### src/logic/router_config.svh
`ifndef ROUTER_CONFIG_SVH
`define ROUTER_CONFIG_SVH

// flit payload
`define FLIT_WIDTH 32

// packet length and timer count
`define LENGTH_WIDTH 12

`define FLIT_KIND_WIDTH 3

// input channels L, N, E, W, S
`define NUM_PORTS 5
`endif
### src/logic/nocPkg.sv
`include "router_config.svh"

package nocPkg;

  // one-hot grant, bit 0 is idle and bits 1..5 follow L, N, E, W, S
  typedef enum logic [`NUM_PORTS:0]
  {
    grantIdle  = 6'b000001,
    grantLocal = 6'b000010,
    grantNorth = 6'b000100,
    grantEast  = 6'b001000,
    grantWest  = 6'b010000,
    grantSouth = 6'b100000
  } grantState;

  // kind tag carried with every flit
  typedef enum logic [`FLIT_KIND_WIDTH-1:0]
  {
    flitNone   = 3'd0,
    flitHeader = 3'd1,
    flitBody   = 3'd2,
    flitTail   = 3'd3
  } flitKind;

endpackage

### src/logic/flitMux.sv
`timescale 1ns/1ps
`include "router_config.svh"

module flitMux
(
  input  logic                    clk,
  input  logic                    rst,
  input  nocPkg::grantState       grant,
  input  logic [`FLIT_WIDTH-1:0]  lFlit,
  input  logic [`FLIT_WIDTH-1:0]  nFlit,
  input  logic [`FLIT_WIDTH-1:0]  eFlit,
  input  logic [`FLIT_WIDTH-1:0]  wFlit,
  input  logic [`FLIT_WIDTH-1:0]  sFlit,
  output logic [`FLIT_WIDTH-1:0]  outFlit,
  output logic                    outValid,
  output nocPkg::grantState       outPort
);

  logic [`FLIT_WIDTH-1:0] selFlit;
  logic                   selValid;

  always_comb
  begin
    selValid = 1'b1;
    case (grant)
      nocPkg::grantLocal: selFlit = lFlit;
      nocPkg::grantNorth: selFlit = nFlit;
      nocPkg::grantEast:  selFlit = eFlit;
      nocPkg::grantWest:  selFlit = wFlit;
      nocPkg::grantSouth: selFlit = sFlit;
      default:
      begin
        selFlit  = outFlit;
        selValid = 1'b0;
      end
    endcase
  end

  // data holds its last value while idle
  always_ff @(posedge clk)
  begin
    outFlit <= selFlit;
  end

  always_ff @(posedge clk)
  begin
    if (rst)
    begin
      outValid <= 1'b0;
      outPort  <= nocPkg::grantIdle;
    end
    else
    begin
      outValid <= selValid;
      outPort  <= grant;
    end
  end

endmodule

### src/logic/outputArbiter.sv
`timescale 1ns/1ps
`include "router_config.svh"

module outputArbiter
(
  input  logic                        clk,
  input  logic                        rst,
  input  logic                        lReq,
  input  logic                        nReq,
  input  logic                        eReq,
  input  logic                        wReq,
  input  logic                        sReq,
  input  logic [`FLIT_KIND_WIDTH-1:0] lFlitKind,
  input  logic [`FLIT_KIND_WIDTH-1:0] nFlitKind,
  input  logic [`FLIT_KIND_WIDTH-1:0] eFlitKind,
  input  logic [`FLIT_KIND_WIDTH-1:0] wFlitKind,
  input  logic [`FLIT_KIND_WIDTH-1:0] sFlitKind,
  input  logic [`LENGTH_WIDTH-1:0]    lLength,
  input  logic [`LENGTH_WIDTH-1:0]    nLength,
  input  logic [`LENGTH_WIDTH-1:0]    eLength,
  input  logic [`LENGTH_WIDTH-1:0]    wLength,
  input  logic [`LENGTH_WIDTH-1:0]    sLength,
  output nocPkg::grantState           grant
);

  logic [`NUM_PORTS-1:0] reqs;
  logic [`NUM_PORTS-1:0] runTimer;
  logic [`NUM_PORTS-1:0] timesUp;
  nocPkg::grantState     nextGrant;

  // index 0 is local, 4 is south
  assign reqs = {sReq, wReq, eReq, nReq, lReq};

  // first requester in rotation order beginning at channel start
  function automatic nocPkg::grantState pickNext
  (
    input logic [`NUM_PORTS-1:0] candidates,
    input int                    start
  );
    logic [`NUM_PORTS:0] oneHot;
    int                  idx;
    oneHot = '0;
    oneHot[0] = 1'b1;
    for (int k = `NUM_PORTS - 1; k >= 0; k--)
    begin
      idx = (start + k) % `NUM_PORTS;
      if (candidates[idx])
      begin
        oneHot = '0;
        oneHot[idx + 1] = 1'b1;
      end
    end
    return nocPkg::grantState'(oneHot);
  endfunction

  // stay while requesting and the packet is not done, else rotate on
  function automatic nocPkg::grantState holdOrRotate
  (
    input logic [`NUM_PORTS-1:0] candidates,
    input logic [`NUM_PORTS-1:0] done,
    input int                    chan
  );
    logic [`NUM_PORTS-1:0] others;
    logic [`NUM_PORTS:0]   oneHot;
    others = candidates;
    others[chan] = 1'b0;
    oneHot = '0;
    oneHot[chan + 1] = 1'b1;
    if (candidates[chan] && !done[chan])
    begin
      return nocPkg::grantState'(oneHot);
    end
    return pickNext(others, chan + 1);
  endfunction

  always_comb
  begin
    runTimer = '0;
    case (grant)
      nocPkg::grantIdle:
      begin
        nextGrant = pickNext(reqs, 0);
      end
      nocPkg::grantLocal:
      begin
        nextGrant = holdOrRotate(reqs, timesUp, 0);
        runTimer[0] = (nextGrant == nocPkg::grantLocal);
      end
      nocPkg::grantNorth:
      begin
        nextGrant = holdOrRotate(reqs, timesUp, 1);
        runTimer[1] = (nextGrant == nocPkg::grantNorth);
      end
      nocPkg::grantEast:
      begin
        nextGrant = holdOrRotate(reqs, timesUp, 2);
        runTimer[2] = (nextGrant == nocPkg::grantEast);
      end
      nocPkg::grantWest:
      begin
        nextGrant = holdOrRotate(reqs, timesUp, 3);
        runTimer[3] = (nextGrant == nocPkg::grantWest);
      end
      nocPkg::grantSouth:
      begin
        nextGrant = holdOrRotate(reqs, timesUp, 4);
        runTimer[4] = (nextGrant == nocPkg::grantSouth);
      end
      default:
      begin
        nextGrant = nocPkg::grantIdle;
      end
    endcase
  end

  always_ff @(posedge clk)
  begin
    if (rst)
    begin
      grant <= nocPkg::grantIdle;
    end
    else
    begin
      grant <= nextGrant;
    end
  end

  packetTimer lTimer
  (
    .clk        (clk),
    .rst        (rst),
    .flitKindIn (lFlitKind),
    .length     (lLength),
    .runTimer   (runTimer[0]),
    .timesUp    (timesUp[0])
  );

  packetTimer nTimer
  (
    .clk        (clk),
    .rst        (rst),
    .flitKindIn (nFlitKind),
    .length     (nLength),
    .runTimer   (runTimer[1]),
    .timesUp    (timesUp[1])
  );

  packetTimer eTimer
  (
    .clk        (clk),
    .rst        (rst),
    .flitKindIn (eFlitKind),
    .length     (eLength),
    .runTimer   (runTimer[2]),
    .timesUp    (timesUp[2])
  );

  packetTimer wTimer
  (
    .clk        (clk),
    .rst        (rst),
    .flitKindIn (wFlitKind),
    .length     (wLength),
    .runTimer   (runTimer[3]),
    .timesUp    (timesUp[3])
  );

  packetTimer sTimer
  (
    .clk        (clk),
    .rst        (rst),
    .flitKindIn (sFlitKind),
    .length     (sLength),
    .runTimer   (runTimer[4]),
    .timesUp    (timesUp[4])
  );

endmodule

### src/logic/packetTimer.sv
`timescale 1ns/1ps
`include "router_config.svh"

module packetTimer
(
  input  logic                        clk,
  input  logic                        rst,
  input  logic [`FLIT_KIND_WIDTH-1:0] flitKindIn,
  input  logic [`LENGTH_WIDTH-1:0]    length,
  input  logic                        runTimer,
  output logic                        timesUp
);

  logic [`LENGTH_WIDTH-1:0] latchedLength;
  logic [`LENGTH_WIDTH-1:0] count;

  // header flit carries the packet length
  always_ff @(posedge clk)
  begin
    if (rst)
    begin
      latchedLength <= '0;
    end
    else if (flitKindIn == nocPkg::flitHeader)
    begin
      latchedLength <= length;
    end
  end

  // counts only while the arbiter stays on this channel
  always_ff @(posedge clk)
  begin
    if (rst || !runTimer)
    begin
      count <= '0;
    end
    else
    begin
      count <= count + 1'b1;
    end
  end

  assign timesUp = (count == latchedLength);

endmodule

### src/logic/routerOutputPort.sv
`timescale 1ns/1ps
`include "router_config.svh"

module routerOutputPort
(
  input  logic                        clk,
  input  logic                        rst,
  input  logic                        localReq,
  input  logic [`FLIT_WIDTH-1:0]      localFlit,
  input  logic [`FLIT_KIND_WIDTH-1:0] localFlitKind,
  input  logic [`LENGTH_WIDTH-1:0]    localLength,
  input  logic                        northReq,
  input  logic [`FLIT_WIDTH-1:0]      northFlit,
  input  logic [`FLIT_KIND_WIDTH-1:0] northFlitKind,
  input  logic [`LENGTH_WIDTH-1:0]    northLength,
  input  logic                        eastReq,
  input  logic [`FLIT_WIDTH-1:0]      eastFlit,
  input  logic [`FLIT_KIND_WIDTH-1:0] eastFlitKind,
  input  logic [`LENGTH_WIDTH-1:0]    eastLength,
  input  logic                        westReq,
  input  logic [`FLIT_WIDTH-1:0]      westFlit,
  input  logic [`FLIT_KIND_WIDTH-1:0] westFlitKind,
  input  logic [`LENGTH_WIDTH-1:0]    westLength,
  input  logic                        southReq,
  input  logic [`FLIT_WIDTH-1:0]      southFlit,
  input  logic [`FLIT_KIND_WIDTH-1:0] southFlitKind,
  input  logic [`LENGTH_WIDTH-1:0]    southLength,
  output nocPkg::grantState           grant,
  output logic [`FLIT_WIDTH-1:0]      outFlit,
  output logic                        outValid,
  output nocPkg::grantState           outPort
);

  // grant leads the forwarded flit by one cycle
  outputArbiter arbiter
  (
    .clk       (clk),
    .rst       (rst),
    .lReq      (localReq),
    .nReq      (northReq),
    .eReq      (eastReq),
    .wReq      (westReq),
    .sReq      (southReq),
    .lFlitKind (localFlitKind),
    .nFlitKind (northFlitKind),
    .eFlitKind (eastFlitKind),
    .wFlitKind (westFlitKind),
    .sFlitKind (southFlitKind),
    .lLength   (localLength),
    .nLength   (northLength),
    .eLength   (eastLength),
    .wLength   (westLength),
    .sLength   (southLength),
    .grant     (grant)
  );

  flitMux mux
  (
    .clk      (clk),
    .rst      (rst),
    .grant    (grant),
    .lFlit    (localFlit),
    .nFlit    (northFlit),
    .eFlit    (eastFlit),
    .wFlit    (westFlit),
    .sFlit    (southFlit),
    .outFlit  (outFlit),
    .outValid (outValid),
    .outPort  (outPort)
  );

endmodule

### config.mk
export PLATFORM = sky130hd
export DESIGN_NAME = routerOutputPort
export DESIGN_NICKNAME = d
export VERILOG_FILES = /design/src/logic/nocPkg.sv /design/src/logic/flitMux.sv /design/src/logic/outputArbiter.sv /design/src/logic/packetTimer.sv /design/src/logic/routerOutputPort.sv
export VERILOG_INCLUDE_DIRS = /design/src /design/src/logic
export SDC_FILE = /design/constraint.sdc
export NUM_CORES = 1
export LEC_CHECK = 0
export BUFFER_PORTS_ARGS = -buffer_cell sky130_fd_sc_hd__buf_4
export CORE_UTILIZATION = 47
export CTS_CLUSTER_SIZE = 28
export DETAILED_ROUTE_END_ITERATION = 8
export GPL_TIMING_DRIVEN = 0
export PLACE_DENSITY = 0.77
export SYNTH_ARGS = -nofsm -noshare
export SYNTH_HDL_FRONTEND = slang
export SYNTH_HIERARCHICAL = 1
export SYNTH_SLANG_ARGS = --single-unit
### constraint.sdc
create_clock -name clk -period 2.4 [get_ports clk]
set_input_delay 0.48 -clock clk [delete_from_list [all_inputs] [get_ports clk]]
set_output_delay 0.48 -clock clk [all_outputs]
set_load 0.05 [all_outputs]
# Yosys cells after proc, flatten, opt, wreduce, memory -nomap -nowiden
# Index checks and enable logic that the tools add are counted.
# Widths: inputs -> output; s select.
dict set report word_totals {
  input_bits 242
  elab_cells 116
  output_inout_bits 45
  reg_bits 165
}
dict set report classes {
  eq_ne 21
  addsub 5
  reduce_logical 22
  muxes 54
}
# op count
set ops {}
lappend ops {{$pmux 32 s5} 1}
lappend ops {{$mux 6} 26}
lappend ops {{$add 12x1->12 const B} 5}
lappend ops {{$eq 12x12->1} 5}
lappend ops {{$pmux 6 s6} 1}
lappend ops {{$mux 5} 4}
lappend ops {{$mux 1} 16}
lappend ops {{$eq 3x1->1 const B} 5}
lappend ops {{$eq 6x2->1 const B} 2}
lappend ops {{$eq 6x3->1 const B} 2}
lappend ops {{$eq 6x4->1 const B} 2}
lappend ops {{$eq 6x5->1 const B} 2}
lappend ops {{$eq 6x6->1 const B} 2}
lappend ops {{$mux 4} 3}
lappend ops {{$logic_not 1->1} 10}
lappend ops {{$eq 6x1->1 const B} 1}
lappend ops {{$mux 3} 2}
lappend ops {{$logic_and 1x1->1} 5}
lappend ops {{$logic_or 1x1->1} 5}
lappend ops {{$reduce_bool 5->1} 1}
lappend ops {{$reduce_or 5->1} 1}
lappend ops {{$mux 2} 1}

# Longest topological paths before layout
dict set report depth {
  ltp_word 11
  ltp_mapped 9
  depth_no_buf 8
}

# Modules after synthesis
# Netlist, hierarchy kept.
# mod seq_area_each_um2 n_inst area_per_inst_um2 cells_each
set by_module_without_submodules {}
lappend by_module_without_submodules {{packetTimer (arbiter.eTimer ...)} 480.5 4 1076.0 113}
lappend by_module_without_submodules {flitMux 1101.1 1 3105.5 296}
lappend by_module_without_submodules {{packetTimer (arbiter.wTimer)} 480.5 1 1106.1 114}
lappend by_module_without_submodules {outputArbiter 120.1 1 603.1 83}

# Worst setup path after synthesis
# No wires, ideal clock.
dict set report synth_path {
  path_type {reg-to-reg}
  startpoint {reg arbiter.grant[2]}
  endpoint {reg mux.outFlit[0] (enable)}
  t_arrival_ns 2.290
  path_stages_with_launch 7
  synth_period_minus_slack_ns 2.768
  slack_ns -0.368
  t_required_ns 1.922
  setup_time_ns 0.478
  path_buffers 3
  cell_sequence {dfxtp_1 buf_6 clkbuf_1 clkbuf_1 nor2_1 a32oi_1 nand2_1}
}
dict set report synth_between {
  elab_chain_cells 2
  word_cells_on_any_way 6
  cone_classes {eq/ne: 5; reduce/logical: 1}
}
# element line_no
set synth_rtl {}
lappend synth_rtl {{from (decl)} outputArbiter.sv:23} ;# output nocPkg::grantState grant
lappend synth_rtl {{from (signal assigned)} outputArbiter.sv:120} ;# grant <= nocPkg::grantIdle;
lappend synth_rtl {{from (signal assigned)} outputArbiter.sv:124} ;# grant <= nextGrant;
lappend synth_rtl {{$eq 6x2->1, or another cell as far along} flitMux.sv:25} ;# case (grant)
lappend synth_rtl {{$reduce_bool 5->1 (no line) (*)} -}
lappend synth_rtl {{to (signal assigned)} flitMux.sv:42} ;# outFlit <= selFlit;
lappend synth_rtl {{to (decl)} flitMux.sv:14} ;# output logic [`FLIT_WIDTH-1:0] outFlit,
# Every way passes the cells marked *; elsewhere a longest branch is shown, timed or not.
# A chain may end at the register's enable or synchronous reset.

# Final worst setup path
dict set report layout_path {
  startpoint {reg arbiter.grant[2]}
  endpoint {reg mux.outFlit[31] (enable)}
}
# Same word-level chain as after synthesis.

==> metrics.csv <==
stage,metric,value,unit
synthesis,async set or reset register ratio after synthesis,0,
timing,Setup Skew,0.00837,ns
global_routing,gr usage total,0.254,
synthesis,Post-Synth XOR/XNOR Area,0.0759,
synthesis,Cells after Synth,945,
status,status,"complete, no violations",
pwr,Sw Ratio,0.295,
setup_path,CP Class,reg2reg,
min_path,Hold WC Path Type,in2reg,
timing,Least-Margin Pin Slew,0.840,ns
clock_tree,CTS max path bufs,2,
setup_path,worst reg2reg path depth,5,
timing,Final Setup Violations,0,
pwr,internal power,5.10,mW
synthesis,most frequent cells after synthesis,"dfxtp_1 (133), nor2_1 (88), xnor2_1 (67)",
floorplan,Die Width,141,um
setup_path,Worst Setup SP,arbiter/grant[2]$_SDFF_PP0_,
setup_path,r2r setup slk,0.09,ns
layout,Area Growth Syn to Fin,34.2,%
timing,Tmin final,2.31,ns
detailed_routing,DRC viols,0,
synthesis,largest family of logic cells by synthesized area,simple AND/OR/NAND/NOR gates,
pwr,Seq pwr share,0.418,
detailed_routing,DR iter-0 viols,400,
detailed_routing,per-cell routed wire length,17.0,um
global_routing,total gr overflow,0,
synthesis,synth top area cells,"dfxtp_1 (29%), edfxtp_1 (11%), mux2i_1 (7.0%), xnor2_1 (6.4%), and3b_1 (6.1%)",
global_routing,vias in the first global route,7998,
detailed_routing,vias per cell,5.52,
layout,Fill cells,1582,
place,Final GP Congestion,0.900,
timing,f_max,432,MHz
setup_path,CP Data Arrival Time,2.41,ns
floorplan,I/O pin count,287,
timing,hold slack final,0.291,ns
synthesis,"FF+latch count, synth",165,
place,DP HPWL,19600,um
synthesis,register area share after synthesis,0.397,
synthesis,complex-gate fraction of the synthesized area,0.178,
setup_path,crit-path max cell delay,0.50,ns
detailed_routing,Post-Route WL,25900,um
setup_path,"Buf+Inv Stages, Crit Path",2,
clock_tree,hold_buf cts,0,
synthesis,Yosys cell types,62,
min_path,hold wc startpoint,southLength[10],
setup_path,Critical Path RT,2.50,ns
setup_path,slowest CP cell,nor4b_1,
synthesis,Synth area leader,dfxtp_1,
setup_path,critical-path cell list,"buf_6, clkbuf_1, nor4b_1, a32oi_4, nand2_4",
synthesis,most numerous cell in the Yosys netlist,dfxtp_1,
detailed_routing,Via Count,8414,
setup_path,Crit Path Max Fanout,16,
synthesis,Synth Cell Area,0.00912,sq mm
setup_path,critical path launch point type,flip-flop,
clock_tree,H-tree depth,4,
synthesis,Synth Area in Simple Gates,0.224,
timing,RSZ-0062 raised after global routing,yes,
pwr,Clock power frac,0.363,
synthesis,Synth top area share,0.292,
floorplan,Die Height,141,um
synthesis,Synthesized Nets,1192,
timing,slew margin rel.,0.435,
timing,Fin. Hold Viols,0,
clock_tree,clock sinks,165,
global_routing,wire length of the first global-routing pass,40000,um
floorplan,starting density of the core,0.484,
clock_tree,TritonCTS clock tree,done,
synthesis,Syn Area/Cell,9.65,sq um
setup_path,"CP delay by family, top",simple AND/OR/NAND/NOR gates,
synthesis,mux cell area share after synthesis,0.0703,
layout,Final nets,1499,
floorplan,Rows,50,
pwr,leak pwr,4.74,nW
synthesis,Syn. warnings,6,
clock_tree,CTS Root Buffer Type,clkbuf_16,
clock_tree,clk_lat worst skew,0.42,ns
pwr,PwrDens,591,mW/mm^2
synthesis,Post-synth EDFFs,32,
layout,layout cells sized above 1,0.329,
place,IO buf count,285,
run,Max Cap Viol,0,
pwr,total power,7.23,mW
setup_path,RR Endpoint,mux/outFlit[31]$_DFFE_PP_,
floorplan,overall die area,0.0200,sq mm
synthesis,most used flip-flop cell after synthesis,dfxtp_1,
synthesis,Post-Synth Adder-Cell Area,0.00686,
pwr,NetSw,2.13,mW
pwr,Gate power share,0.220,
setup_path,crit end category,flip-flop,
detailed_routing,Antenna Nets Post-Route,0,
floorplan,CORE AREA,0.0188,sq mm
global_routing,largest net degree at the start of global routing,35,
layout,n_diodes,0,
clock_tree,clk slew on worst S/H paths,0.07,ns
pwr,Max VDD drop,0.510,mV
global_routing,initial antenna violation count,0,
timing,Tcrit/Tclk final,0.964,
detailed_routing,Pre-antenna DRT Iters,5,
min_path,hold depth,3,
setup_path,R2R Path Start,arbiter/grant[2]$_SDFF_PP0_,
timing,final max-slew violation count,0,
min_path,Worst Hold Endpoint,arbiter/sTimer/latchedLength[10]$_SDFFE_PP0N_,
clock_tree,cts bufs inserted,17,
kinds of logic (layout without fill, tap and decap cells):
kind of cell / after synthesis / in the layout
XOR/XNOR: 79 / 79
AND/OR/NAND/NOR: 332 / 334
flip-flops: 165 / 165
buffers and inverters: 80 / 398
multiplexers: 64 / 64
adder cells (fa/ha/maj): 5 / 5
AO/OA/AOI/OAI: 220 / 220
state kept, by name (all words and copies together) (netlist names):
register,flops
arbiter/wTimer/count,12
arbiter/wTimer/latchedLength,12
arbiter/nTimer/latchedLength,12
arbiter/lTimer/latchedLength,12
mux/outPort,6
arbiter/eTimer/count,12
arbiter/sTimer/latchedLength,12
mux/outValid,1
arbiter/nTimer/count,12
arbiter/eTimer/latchedLength,12
mux/outFlit,32
arbiter/sTimer/count,12
arbiter/lTimer/count,12
arbiter/grant,6
how the worst max path moves through the flow:
stage / endpoint / slack [ns] / cells after the start
floorplan: mux/outFlit[0]$_DFFE_PP_ / 0.006 / 5
global placement: mux/outFlit[19]$_DFFE_PP_ / -0.34 / 5
detailed placement: mux/outFlit[1]$_DFFE_PP_ / -0.37 / 5
CTS: arbiter/eTimer/count[9]$_SDFF_PP0_ / 0.02 / 6
global route: arbiter/eTimer/count[9]$_SDFF_PP0_ / -0.04 / 6
finish: mux/outFlit[31]$_DFFE_PP_ / 0.09 / 5
repair_timing:
action                                  4_1_cts  5_1_grt
setup buffers                                 0        2
resized for setup                             8        8
pin swaps                                     1        3
cloned                                        1        1
endpoints found under the setup margin       36       36
hold endpoints to repair                      0        0
worst reg2reg max path, stage by stage (launching register included):
cell and delay [ns]:
dfxtp_2 0.44, buf_6 0.16, clkbuf_1 0.42, nor4b_1 0.50
a32oi_4 0.19, nand2_4 0.28
layout make-up:
type / instances / area (sq um) / share of cell area
Buffer: 64 / 374 / 0.0306
Clock buffer: 22 / 475 / 0.0388
Clock inverter: 10 / 86.3 / 0.00705
Inverter: 15 / 56.3 / 0.00460
Multi-Input combinational cell: 702 / 5140 / 0.420
Sequential cell: 165 / 3630 / 0.296
Tap cell: 260 / 325 / 0.0266
Timing Repair Buffer: 287 / 2150 / 0.176
placed cells by master, fill, tap and decap left out, types with 26 or more instances in the layout:
master	Yosys	layout
a21oi_1	31	31
a22oi_1	32	32
clkbuf_1	30	30
buf_4	1	288
xnor2_1	67	67
nand2_1	27	26
dfxtp_1	133	129
o21ai_0	49	49
o21ai_1	32	32
edfxtp_1	32	32
and3b_1	64	64
nor2_1	88	88
o221ai_2	30	30
mux2i_1	64	64
stage by stage:
| stage | std cells | area, sq um | util | setup WS, ns | setup TNS (ns) |
|---|---|---|---|---|---|
| 2_1_floorplan | 945 | 9120 | - | 0.00561 | 0 |
| 3_3_place_gp | 1490 | 11600 | 0.615 | -0.344 | -11.16 |
| 3_5_place_dp | 1490 | 11600 | 0.615 | -0.373 | -12.13 |
| 4_1_cts | 1523 | 12200 | 0.647 | 0.0177 | 0 |
| 5_1_grt | 1525 | 12200 | 0.650 | -0.0362 | -0.232 |
| 6_report | 1525 | 12200 | 0.650 | 0.0862 | 0 |
power groups by stage:
| stage | logic [mW] | registers, mW | clock network, mW |
|---|---|---|---|
| 6_report | 1.59 | 3.02 | 2.62 |
| 3_3_place_gp | 1.54 | 3.08 | 0 |
| 3_5_place_dp | 1.55 | 3.08 | 0 |
| 2_1_floorplan | 0.723 | 3.28 | 0 |
| 4_1_cts | 1.57 | 3.02 | 2.67 |
| 5_1_grt | 1.68 | 3.03 | 2.79 |
metal layers:
metal / wire [um] / global-route usage / vias up / share of wire
li1: - / - / 4131 / -
met1: 10500 / 0.291 / 3971 / 0.41
met2: 13100 / 0.463 / 273 / 0.51
met3: 1630 / 0.0584 / 39 / 0.063
met4: 590 / 0.0812 / 0 / 0.023
met5: 0 / 0 / - / 0
(Power assumes the default switching activity.)
